File: src/rv_pkg.sv
// shared word types, opcodes, operation codes and stage records for the rv32i core
`default_nettype none

package rv_pkg;

    typedef logic [31:0] xlen_t;
    typedef logic [4:0] reg_addr_t;

    // major opcodes of the supported subset
    localparam logic [6:0] OPC_OP = 7'b0110011;
    localparam logic [6:0] OPC_OP_IMM = 7'b0010011;
    localparam logic [6:0] OPC_LUI = 7'b0110111;
    localparam logic [6:0] OPC_AUIPC = 7'b0010111;
    localparam logic [6:0] OPC_BRANCH = 7'b1100011;
    localparam logic [6:0] OPC_JAL = 7'b1101111;
    localparam logic [6:0] OPC_JALR = 7'b1100111;

    typedef enum logic [3:0] {
        alu_add,
        alu_sub,
        alu_sll,
        alu_slt,
        alu_sltu,
        alu_xor,
        alu_srl,
        alu_sra,
        alu_or,
        alu_and
    } alu_op_e;

    typedef enum logic [3:0] {
        br_none,
        br_beq,
        br_bne,
        br_blt,
        br_bge,
        br_bltu,
        br_bgeu,
        br_jal,
        br_jalr
    } branch_op_e;

    typedef struct packed {
        logic valid;
        xlen_t pc;
        logic [31:0] inst;
    } fetch_t;

    // operand a is the pc when src_a_pc, operand b the immediate when src_b_imm
    typedef struct packed {
        logic valid;
        xlen_t pc;
        reg_addr_t rd;
        alu_op_e alu_op;
        branch_op_e branch_op;
        logic src_a_pc;
        logic src_b_imm;
        xlen_t imm;
        xlen_t rs1_data;
        xlen_t rs2_data;
    } decoded_t;

    // rd of zero means nothing is written
    typedef struct packed {
        logic valid;
        xlen_t pc;
        reg_addr_t rd;
        xlen_t data;
    } exec_result_t;

    typedef exec_result_t retire_t;

    typedef struct packed {
        logic valid;
        xlen_t target;
    } redirect_t;

    // read-only wishbone classic master
    typedef struct packed {
        logic cyc;
        logic stb;
        xlen_t adr;
    } wb_req_t;

    typedef struct packed {
        logic ack;
        logic [31:0] dat;
    } wb_rsp_t;

endpackage

`default_nettype wire

File: src/cpu_core.sv
// top of the in-order rv32i pipeline with instruction bus and retire report
`timescale 1ns/1ps
`default_nettype none

module cpu_core #(
    parameter rv_pkg::xlen_t reset_pc = 32'h0000_0000
) (
    input wire clk,
    input wire rst,
    output rv_pkg::wb_req_t wb_req,
    input wire rv_pkg::wb_rsp_t wb_rsp,
    output rv_pkg::retire_t retire
);
    import rv_pkg::*;

    fetch_t fetch;
    decoded_t decoded;
    exec_result_t result;
    redirect_t redirect;
    reg_addr_t rs1_addr;
    reg_addr_t rs2_addr;
    xlen_t rs1_data;
    xlen_t rs2_data;

    inst_fetch #(
        .reset_pc(reset_pc)
    ) i_inst_fetch (
        .clk(clk),
        .rst(rst),
        .wb_req(wb_req),
        .wb_rsp(wb_rsp),
        .redirect(redirect),
        .fetch(fetch)
    );

    inst_decode i_inst_decode (
        .clk(clk),
        .rst(rst),
        .fetch(fetch),
        .redirect(redirect),
        .rs1_addr(rs1_addr),
        .rs2_addr(rs2_addr),
        .rs1_data(rs1_data),
        .rs2_data(rs2_data),
        .decoded(decoded)
    );

    // redirect also flushes the decode register
    execute_unit i_execute_unit (
        .decoded(decoded),
        .result(result),
        .redirect(redirect)
    );

    writeback_unit i_writeback_unit (
        .clk(clk),
        .rst(rst),
        .result(result),
        .rs1_addr(rs1_addr),
        .rs2_addr(rs2_addr),
        .rs1_data(rs1_data),
        .rs2_data(rs2_data),
        .retire(retire)
    );

endmodule

`default_nettype wire

File: src/execute_unit.sv
// single-cycle execute: alu, branch compare and control-flow target for the redirect
`timescale 1ns/1ps
`default_nettype none

module execute_unit (
    input wire rv_pkg::decoded_t decoded,
    output rv_pkg::exec_result_t result,
    output rv_pkg::redirect_t redirect
);
    import rv_pkg::*;

    xlen_t op_a;
    xlen_t op_b;
    xlen_t alu_out;
    xlen_t link;
    xlen_t target;
    logic [4:0] shamt;
    logic taken;
    logic jump;
    logic cond_branch;

    assign op_a = decoded.src_a_pc ? decoded.pc : decoded.rs1_data;
    assign op_b = decoded.src_b_imm ? decoded.imm : decoded.rs2_data;
    assign shamt = op_b[4:0];
    assign link = decoded.pc + 32'd4;

    always_comb begin
        case (decoded.alu_op)
            alu_add: alu_out = op_a + op_b;
            alu_sub: alu_out = op_a - op_b;
            alu_sll: alu_out = op_a << shamt;
            alu_slt: alu_out = {31'b0, $signed(op_a) < $signed(op_b)};
            alu_sltu: alu_out = {31'b0, op_a < op_b};
            alu_xor: alu_out = op_a ^ op_b;
            alu_srl: alu_out = op_a >> shamt;
            alu_sra: alu_out = xlen_t'($signed(op_a) >>> shamt);
            alu_or: alu_out = op_a | op_b;
            alu_and: alu_out = op_a & op_b;
            default: alu_out = op_a + op_b;
        endcase
    end

    // compare always uses the register operands
    always_comb begin
        case (decoded.branch_op)
            br_beq: taken = decoded.rs1_data == decoded.rs2_data;
            br_bne: taken = decoded.rs1_data != decoded.rs2_data;
            br_blt: taken = $signed(decoded.rs1_data) < $signed(decoded.rs2_data);
            br_bge: taken = $signed(decoded.rs1_data) >= $signed(decoded.rs2_data);
            br_bltu: taken = decoded.rs1_data < decoded.rs2_data;
            br_bgeu: taken = decoded.rs1_data >= decoded.rs2_data;
            br_jal, br_jalr: taken = 1'b1;
            default: taken = 1'b0;
        endcase
    end

    assign jump = (decoded.branch_op == br_jal) || (decoded.branch_op == br_jalr);
    assign cond_branch = (decoded.branch_op != br_none) && !jump;

    // jalr target drops bit 0
    assign target = (decoded.branch_op == br_jalr) ? {alu_out[31:1], 1'b0} : alu_out;

    assign result = '{
        valid: decoded.valid,
        pc: decoded.pc,
        rd: cond_branch ? 5'd0 : decoded.rd,
        data: jump ? link : alu_out
    };

    assign redirect = '{valid: decoded.valid && taken, target: target};

endmodule

`default_nettype wire

File: src/inst_decode.sv
// decode stage: splits the fetched word, builds immediates and holds the execute register
`timescale 1ns/1ps
`default_nettype none

module inst_decode (
    input wire clk,
    input wire rst,
    input wire rv_pkg::fetch_t fetch,
    input wire rv_pkg::redirect_t redirect,
    output rv_pkg::reg_addr_t rs1_addr,
    output rv_pkg::reg_addr_t rs2_addr,
    input wire rv_pkg::xlen_t rs1_data,
    input wire rv_pkg::xlen_t rs2_data,
    output rv_pkg::decoded_t decoded
);
    import rv_pkg::*;

    logic [6:0] opcode;
    logic [2:0] funct3;
    logic funct7_b5;
    xlen_t imm_i;
    xlen_t imm_u;
    xlen_t imm_b;
    xlen_t imm_j;
    decoded_t nxt;
    decoded_t payload_q;
    logic valid_q;

    // sub only for register ops, sra/srai picked by bit 30
    function automatic alu_op_e alu_sel(input logic [2:0] f3, input logic alt,
                                        input logic reg_op);
        case (f3)
            3'b000: return (reg_op && alt) ? alu_sub : alu_add;
            3'b001: return alu_sll;
            3'b010: return alu_slt;
            3'b011: return alu_sltu;
            3'b100: return alu_xor;
            3'b101: return alt ? alu_sra : alu_srl;
            3'b110: return alu_or;
            default: return alu_and;
        endcase
    endfunction

    function automatic branch_op_e br_sel(input logic [2:0] f3);
        case (f3)
            3'b000: return br_beq;
            3'b001: return br_bne;
            3'b100: return br_blt;
            3'b101: return br_bge;
            3'b110: return br_bltu;
            3'b111: return br_bgeu;
            default: return br_none;
        endcase
    endfunction

    assign opcode = fetch.inst[6:0];
    assign funct3 = fetch.inst[14:12];
    assign funct7_b5 = fetch.inst[30];

    assign imm_i = {{20{fetch.inst[31]}}, fetch.inst[31:20]};
    assign imm_u = {fetch.inst[31:12], 12'b0};
    assign imm_b = {{19{fetch.inst[31]}}, fetch.inst[31], fetch.inst[7],
                    fetch.inst[30:25], fetch.inst[11:8], 1'b0};
    assign imm_j = {{11{fetch.inst[31]}}, fetch.inst[31], fetch.inst[19:12],
                    fetch.inst[20], fetch.inst[30:21], 1'b0};

    // lui reads x0 so the alu adds the immediate to zero
    assign rs1_addr = (opcode == OPC_LUI) ? 5'd0 : fetch.inst[19:15];
    assign rs2_addr = fetch.inst[24:20];

    always_comb begin
        nxt = '0;
        nxt.valid = fetch.valid && !redirect.valid;
        nxt.pc = fetch.pc;
        nxt.rd = fetch.inst[11:7];
        nxt.alu_op = alu_add;
        nxt.branch_op = br_none;
        nxt.src_a_pc = 1'b0;
        nxt.src_b_imm = 1'b1;
        nxt.imm = imm_i;
        nxt.rs1_data = rs1_data;
        nxt.rs2_data = rs2_data;
        case (opcode)
            OPC_OP: begin
                nxt.src_b_imm = 1'b0;
                nxt.alu_op = alu_sel(funct3, funct7_b5, 1'b1);
            end
            OPC_OP_IMM: nxt.alu_op = alu_sel(funct3, funct7_b5, 1'b0);
            OPC_LUI: nxt.imm = imm_u;
            OPC_AUIPC: begin
                nxt.src_a_pc = 1'b1;
                nxt.imm = imm_u;
            end
            // alu forms the target for pc-relative control flow
            OPC_BRANCH: begin
                nxt.src_a_pc = 1'b1;
                nxt.imm = imm_b;
                nxt.branch_op = br_sel(funct3);
            end
            OPC_JAL: begin
                nxt.src_a_pc = 1'b1;
                nxt.imm = imm_j;
                nxt.branch_op = br_jal;
            end
            OPC_JALR: nxt.branch_op = br_jalr;
            // unknown opcode retires as a no-op
            default: nxt.rd = '0;
        endcase
    end

    always_ff @(posedge clk or negedge rst) begin
        if (!rst) begin
            valid_q <= 1'b0;
        end else begin
            valid_q <= nxt.valid;
        end
    end

    always_ff @(posedge clk) begin
        payload_q <= nxt;
    end

    always_comb begin
        decoded = payload_q;
        decoded.valid = valid_q;
    end

endmodule

`default_nettype wire

File: src/inst_fetch.sv
// instruction fetch stage with pc and a wishbone read master; feeds the decode stage
`timescale 1ns/1ps
`default_nettype none

module inst_fetch #(
    parameter rv_pkg::xlen_t reset_pc = 32'h0000_0000
) (
    input wire clk,
    input wire rst,
    output rv_pkg::wb_req_t wb_req,
    input wire rv_pkg::wb_rsp_t wb_rsp,
    input wire rv_pkg::redirect_t redirect,
    output rv_pkg::fetch_t fetch
);
    import rv_pkg::*;

    xlen_t pc;
    xlen_t pend_target;
    logic cyc;
    logic discard;
    logic done;
    logic fetch_valid;
    xlen_t fetch_pc;
    logic [31:0] fetch_inst;

    assign done = cyc && wb_rsp.ack;

    always_ff @(posedge clk or negedge rst) begin
        if (!rst) begin
            pc <= reset_pc;
            cyc <= 1'b0;
            discard <= 1'b0;
            fetch_valid <= 1'b0;
        end else begin
            // anything on the bus is younger than a redirecting instruction
            fetch_valid <= done && !discard && !redirect.valid;
            if (!cyc) begin
                // idle cycle between requests, adr may still move
                cyc <= 1'b1;
                if (redirect.valid) begin
                    pc <= redirect.target;
                end
            end else if (done) begin
                cyc <= 1'b0;
                discard <= 1'b0;
                if (redirect.valid) begin
                    pc <= redirect.target;
                end else if (discard) begin
                    pc <= pend_target;
                end else begin
                    pc <= pc + 32'd4;
                end
            end else if (redirect.valid) begin
                // adr must hold, so finish this one and drop its data
                discard <= 1'b1;
            end
        end
    end

    always_ff @(posedge clk) begin
        if (cyc && !done && redirect.valid) begin
            pend_target <= redirect.target;
        end
        if (done) begin
            fetch_pc <= pc;
            fetch_inst <= wb_rsp.dat;
        end
    end

    assign wb_req = '{cyc: cyc, stb: cyc, adr: pc};
    assign fetch = '{valid: fetch_valid, pc: fetch_pc, inst: fetch_inst};

endmodule

`default_nettype wire

File: src/reg_file.sv
// integer register file with two asynchronous read ports and one write port
`timescale 1ns/1ps
`default_nettype none

module reg_file (
    input wire clk,
    input wire rst,
    input wire we,
    input wire rv_pkg::reg_addr_t waddr,
    input wire rv_pkg::xlen_t wdata,
    input wire rv_pkg::reg_addr_t raddr1,
    input wire rv_pkg::reg_addr_t raddr2,
    output rv_pkg::xlen_t rdata1,
    output rv_pkg::xlen_t rdata2
);
    import rv_pkg::*;

    // x0 has no storage
    xlen_t regs [1:31];

    always_ff @(posedge clk or negedge rst) begin
        if (!rst) begin
            for (int i = 1; i < 32; i++) begin
                regs[i] <= '0;
            end
        end else if (we && waddr != '0) begin
            regs[waddr] <= wdata;
        end
    end

    assign rdata1 = (raddr1 == '0) ? '0 : regs[raddr1];
    assign rdata2 = (raddr2 == '0) ? '0 : regs[raddr2];

endmodule

`default_nettype wire

File: src/writeback_unit.sv
// write-back stage: retire register, register file write and operand forwarding to decode
`timescale 1ns/1ps
`default_nettype none

module writeback_unit (
    input wire clk,
    input wire rst,
    input wire rv_pkg::exec_result_t result,
    input wire rv_pkg::reg_addr_t rs1_addr,
    input wire rv_pkg::reg_addr_t rs2_addr,
    output rv_pkg::xlen_t rs1_data,
    output rv_pkg::xlen_t rs2_data,
    output rv_pkg::retire_t retire
);
    import rv_pkg::*;

    logic retire_valid;
    xlen_t retire_pc;
    reg_addr_t retire_rd;
    xlen_t retire_data;
    xlen_t rf_data1;
    xlen_t rf_data2;

    // youngest producer wins, then the retire register, then the file
    function automatic xlen_t fwd(input reg_addr_t addr, input exec_result_t ex,
                                  input retire_t wb, input xlen_t rf);
        if (ex.valid && ex.rd != '0 && ex.rd == addr) begin
            return ex.data;
        end else if (wb.valid && wb.rd != '0 && wb.rd == addr) begin
            return wb.data;
        end else begin
            return rf;
        end
    endfunction

    always_ff @(posedge clk or negedge rst) begin
        if (!rst) begin
            retire_valid <= 1'b0;
        end else begin
            retire_valid <= result.valid;
        end
    end

    always_ff @(posedge clk) begin
        retire_pc <= result.pc;
        retire_rd <= result.rd;
        retire_data <= result.data;
    end

    assign retire = '{valid: retire_valid, pc: retire_pc, rd: retire_rd, data: retire_data};

    reg_file i_reg_file (
        .clk(clk),
        .rst(rst),
        .we(retire_valid && retire_rd != '0),
        .waddr(retire_rd),
        .wdata(retire_data),
        .raddr1(rs1_addr),
        .raddr2(rs2_addr),
        .rdata1(rf_data1),
        .rdata2(rf_data2)
    );

    assign rs1_data = fwd(rs1_addr, result, retire, rf_data1);
    assign rs2_data = fwd(rs2_addr, result, retire, rf_data2);

endmodule

`default_nettype wire

File: config.mk
export PLATFORM = sky130hd
export DESIGN_NAME = cpu_core
export DESIGN_NICKNAME = d
export VERILOG_FILES = /design/src/rv_pkg.sv /design/src/cpu_core.sv /design/src/execute_unit.sv /design/src/inst_decode.sv /design/src/inst_fetch.sv /design/src/reg_file.sv /design/src/writeback_unit.sv
export SDC_FILE = /design/constraint.sdc
export NUM_CORES = 2
export LEC_CHECK = 0
export ABC_AREA = 1
export ABC_CLOCK_PERIOD_IN_PS = 4340
export BUFFER_PORTS_ARGS = -buffer_cell sky130_fd_sc_hd__buf_2
export CAP_MARGIN = 20
export CORE_MARGIN = 5
export CORE_UTILIZATION = 45
export CTS_BUF_LIST = sky130_fd_sc_hd__clkbuf_8 sky130_fd_sc_hd__clkbuf_16
export DETAILED_ROUTE_END_ITERATION = 7
export PLACE_DENSITY = 0.61
export REMOVE_ABC_BUFFERS = 1
export SLEW_MARGIN = 30
export SYNTH_ARGS = -nofsm -noshare
export SYNTH_HDL_FRONTEND = slang
export SYNTH_SLANG_ARGS = --single-unit
File: constraint.sdc
create_clock -name clk -period 4.34 [get_ports clk]
set_input_delay 0.217 -clock clk [delete_from_list [all_inputs] [get_ports clk]]
set_output_delay 0.217 -clock clk [all_outputs]
set_load 0.02 [all_outputs]
==> impl_metrics.xml <==
<?xml version="1.0" encoding="UTF-8"?>
<metrics>
  <group name="sta">
    <metric name="finalHoldViolCount" unit="">0</metric>
    <metric name="drv_slew" unit="">0</metric>
    <metric name="finClkSkew" unit="ns">0.0476</metric>
    <metric name="worst_tran_pin_value" unit="ns">1.16</metric>
    <metric name="timing.max_slew.rel_slack" unit="%">21.9</metric>
    <metric name="min_period_over_period" unit="%">97.1</metric>
    <metric name="fin_hold_ws" unit="ns">0.110</metric>
    <metric name="setup_slack" unit="ns">0.124</metric>
    <metric name="max_freq" unit="GHz">0.237</metric>
    <metric name="setup_violations" unit="">0</metric>
    <metric name="post-route-min-period" unit="ns">4.22</metric>
    <metric name="unrepaired_setup_endpoints_after_global_routing" unit="">false</metric>
  </group>
  <group name="synth">
    <metric name="most_instantiated_flip_flop_cell_in_the_synthesis_netlist" unit="">dfrtp_1</metric>
    <metric name="synth_top_cell_by_area" unit="">dfrtp_1</metric>
    <metric name="async_reset_ff_share" unit="%">77.0</metric>
    <metric name="yosysSeqAreaShare" unit="%">42.3</metric>
    <metric name="netlist_area" unit="um^2">77700</metric>
    <metric name="mean_instance_size_in_the_synthesized_netlist" unit="um^2">7.16</metric>
    <metric name="synth_top_area_share" unit="%">33.1</metric>
    <metric name="synth.area.top_cells" unit="">dfrtp_1 (33%), nand2_1 (14%), o21ai_0 (11%), dfxtp_1 (5.5%), a21oi_1 (5.3%)</metric>
    <metric name="postSynthRegisterBits" unit="">1337</metric>
    <metric name="ys_warns" unit="">0</metric>
    <metric name="count_of_flip_flops_with_a_built_in_enable_after_synthesis" unit="">96</metric>
    <metric name="netlist_instances" unit="">10800</metric>
    <metric name="synth.distinct_cells" unit="">64</metric>
  </group>
  <group name="setup_path">
    <metric name="worstReg2RegStart" unit="">i_inst_decode.decoded[96]</metric>
    <metric name="crit-reg2reg-capture" unit="">i_writeback_unit.retire_data[30]</metric>
    <metric name="path_class" unit="">reg -&gt; reg</metric>
    <metric name="worstPathArrival" unit="ns">4.86</metric>
    <metric name="timing.critical_path.from_type" unit="">register</metric>
    <metric name="r2r_slack" unit="ns">0.12</metric>
    <metric name="critical-path-max-stage-delay" unit="ns">0.92</metric>
    <metric name="critical_path.max_fanout" unit="">31</metric>
    <metric name="path_depth_of_the_worst_reg2reg_path" unit="">14</metric>
    <metric name="crit_path_frequent_cell" unit="">buf_4</metric>
    <metric name="critical_path.cell_chain" unit="">buf_12 &gt; o21ai_0 &gt; ha_1 &gt; buf_4 &gt; inv_1 &gt; o22ai_1 &gt; a211oi_1 &gt; nand2_1 &gt; nor2_1 &gt; nand3_1 &gt; nor2_2 &gt; buf_4 &gt; buf_4 &gt; a21boi_0</metric>
    <metric name="cpMaxStageDelayCell" unit="">o21ai_0</metric>
    <metric name="endpoint_kind" unit="">register</metric>
    <metric name="cp_data_required_time" unit="ns">4.98</metric>
  </group>
  <group name="hold_path">
    <metric name="holdPathEnd" unit="">i_inst_fetch.fetch_inst[30]</metric>
    <metric name="holdPathStages" unit="">2</metric>
    <metric name="hp-class" unit="">in -&gt; reg</metric>
    <metric name="timing.hold.worst.start" unit="">wb_rsp[30]</metric>
  </group>
  <group name="floorplanning">
    <metric name="floorplan.core_area" unit="um^2">172000</metric>
    <metric name="fp-row-count" unit="">152</metric>
    <metric name="horizontal_die_dimension" unit="um">426</metric>
    <metric name="die_y" unit="um">426</metric>
    <metric name="start_util" unit="%">45.3</metric>
    <metric name="dieArea" unit="um^2">181000</metric>
    <metric name="num_io_pins" unit="">139</metric>
  </group>
  <group name="final_layout">
    <metric name="drive_gt1_share" unit="%">10.2</metric>
    <metric name="final_common_cell" unit="">nand2_1</metric>
    <metric name="commonest_cells_after_routing_fill_and_taps_aside" unit="">nand2_1 (2956), o21ai_0 (1637), dfrtp_1 (1029), inv_1 (885), a21oi_1 (827)</metric>
    <metric name="finish.net_count" unit="">11100</metric>
    <metric name="final_core_util" unit="%">51.8</metric>
    <metric name="synthToLayoutAreaGrowth" unit="%">14.4</metric>
  </group>
  <group name="clock_network">
    <metric name="clock_tree.htree_level_count" unit="">4</metric>
    <metric name="clk-insertion-delay-late" unit="ns">0.82</metric>
    <metric name="max-clock-path-buffers" unit="">3</metric>
    <metric name="tritoncts_buffers" unit="">155</metric>
    <metric name="cts.reportedPaths.clkPinSlew" unit="ns">0.06</metric>
    <metric name="numClockSinks" unit="">1337</metric>
    <metric name="clock_tree_from_tritoncts" unit="">done</metric>
    <metric name="root_buffer" unit="">clkbuf_16</metric>
  </group>
  <group name="grt">
    <metric name="grt_overflow_total" unit="">0</metric>
    <metric name="grt_start_max_net_pins" unit="">127</metric>
    <metric name="groute.usage.overall" unit="%">41.8</metric>
    <metric name="first_global_vias" unit="">77500</metric>
    <metric name="grt_first_pass_wirelength" unit="mm">556</metric>
    <metric name="antenna_found_initial" unit="">9</metric>
  </group>
  <group name="routing">
    <metric name="drc" unit="">0</metric>
    <metric name="total_wire_length" unit="mm">389</metric>
    <metric name="wl_per_cell" unit="um">29.1</metric>
    <metric name="detailedRoute.firstIterationViolations" unit="">11600</metric>
    <metric name="via_density_per_instance" unit="">6.18</metric>
    <metric name="antenna_violating_nets_post_route" unit="">0</metric>
    <metric name="via_count" unit="">82500</metric>
    <metric name="dr.pass1.iters" unit="">7</metric>
  </group>
  <group name="placed_design">
    <metric name="place.port_buffers" unit="">138</metric>
    <metric name="gpl.final_weighted_congestion" unit="">1.09</metric>
    <metric name="hpwl_after_detailed_placement" unit="mm">256</metric>
    <metric name="dp_worst_setup_slack" unit="ns">0.145</metric>
  </group>
  <group name="pwr">
    <metric name="p_leak" unit="uW">0.0397</metric>
    <metric name="powerDensity" unit="nW/um^2">412</metric>
    <metric name="power.ir.vdd_worst" unit="mV">0.448</metric>
  </group>
  <group name="outcome">
    <metric name="result_of_the_run" unit="">finished, final reports clean</metric>
  </group>
  <group name="run">
    <metric name="max-cap-violations" unit="">0</metric>
  </group>
</metrics>
worst max-delay path by stage:
stage          slack [ns]                         from                          endpoint  cells past startpoint
2_1_floorplan      -11.70  i_inst_fetch.fetch_inst[20]         i_inst_decode.decoded[30]                     11
3_3_place_gp         0.09    i_inst_decode.decoded[97]         i_inst_decode.decoded[23]                     20
3_5_place_dp         0.14    i_inst_decode.decoded[97]         i_inst_decode.decoded[23]                     20
4_1_cts              0.14    i_inst_decode.decoded[97]         i_inst_decode.decoded[23]                     20
5_1_grt             0.003    i_inst_decode.decoded[97]         i_inst_decode.decoded[32]                     19
6_report             0.12    i_inst_decode.decoded[96]  i_writeback_unit.retire_data[30]                     14
through the flow:
step | cell area, um^2 | power (uW) | setup TNS [ns] | std cells
2_1_floorplan | 74200 | 18200 | -750.88 | 10000
3_3_place_gp | 83200 | 22900 | 0 | 13000
3_5_place_dp | 83200 | 22900 | 0 | 13000
4_1_cts | 88900 | 36400 | 0 | 13300
5_1_grt | 88900 | 37800 | 0 | 13300
6_report | 88900 | 36600 | 0 | 13300
critical path, delay by kind of cell, from the launching register on:
family / cells / cell delay, ns
compound gates: 4 / 1.47
buf+inv: 5 / 0.94
simple gates: 4 / 0.87
fa+ha+maj: 1 / 0.39
flops: 1 / 0.37
layout make-up:
class	instances	area, um^2
Sequential cell	1337	32900
Timing Repair Buffer	723	6130
Tap cell	2310	2890
Inverter	894	3410
Clock buffer	200	4610
Fill cell	16900	82800
Clock inverter	85	679
Antenna cell	6	15.0
Multi-Input combinational cell	7790	38300
routing by layer:
layer | global-route usage (%) | part of all wire (%)
met4 | 28.3 | 8.4
met1 | 53.8 | 38
met5 | 0 | 0.0067
met2 | 63.2 | 43
met3 | 8.90 | 11
where the power goes:
part	leakage [uW]	internal [uW]	total, uW	switching, uW
clock network	0.00277	7860	13600	5740
registers	0.0169	13300	14400	1100
logic	0.0200	2430	8610	6190
sequential cells by signal, summed over array words and instances, names as in the netlist, 5 cells and up:
| name | count |
|---|---|
| i_inst_fetch.pend_target | 32 |
| i_writeback_unit.retire_pc | 32 |
| i_inst_fetch.fetch_pc | 32 |
| i_writeback_unit.retire_data | 32 |
| i_writeback_unit.retire_rd | 5 |
| i_inst_fetch.pc | 32 |
| i_inst_decode.decoded | 143 |
| i_inst_fetch.fetch_inst | 32 |
| i_writeback_unit.i_reg_file.regs | 992 |
repair_timing:
action,in CTS,in global routing
hold buffers,34,1
resized for setup,0,4
buffers inserted,0,0
setup endpoints to repair,0,6
hold endpoints to repair,111,32
Yosys cell counts (all sizes together) (56+ instances only):
cell	n
nand2	2992
o21ai	1782
dfrtp	1029
inv	888
a21oi	828
nand3	813
clkbuf	548
nor2	443
buf	280
dfxtp	212
o211ai	206
o221ai	145
ha	131
edfxtp	96
nor3	56
logic make-up (layout without fill, tap and decap cells):
group	Yosys count	count (layout)	synth area share, %
and+or+nand+nor	4437	4437	23.6
AOI/OAI and AO/OA	3158	3158	22.4
buffers and inverters	1722	1902	8.85
DFF	1337	1337	42.3
adders and majority gates	133	133	2.16
xor gates and xnor gates	46	46	0.518
muxes	16	16	0.206
other	0	6	0
No activity file was read; power rests on OpenSTA's default activity.
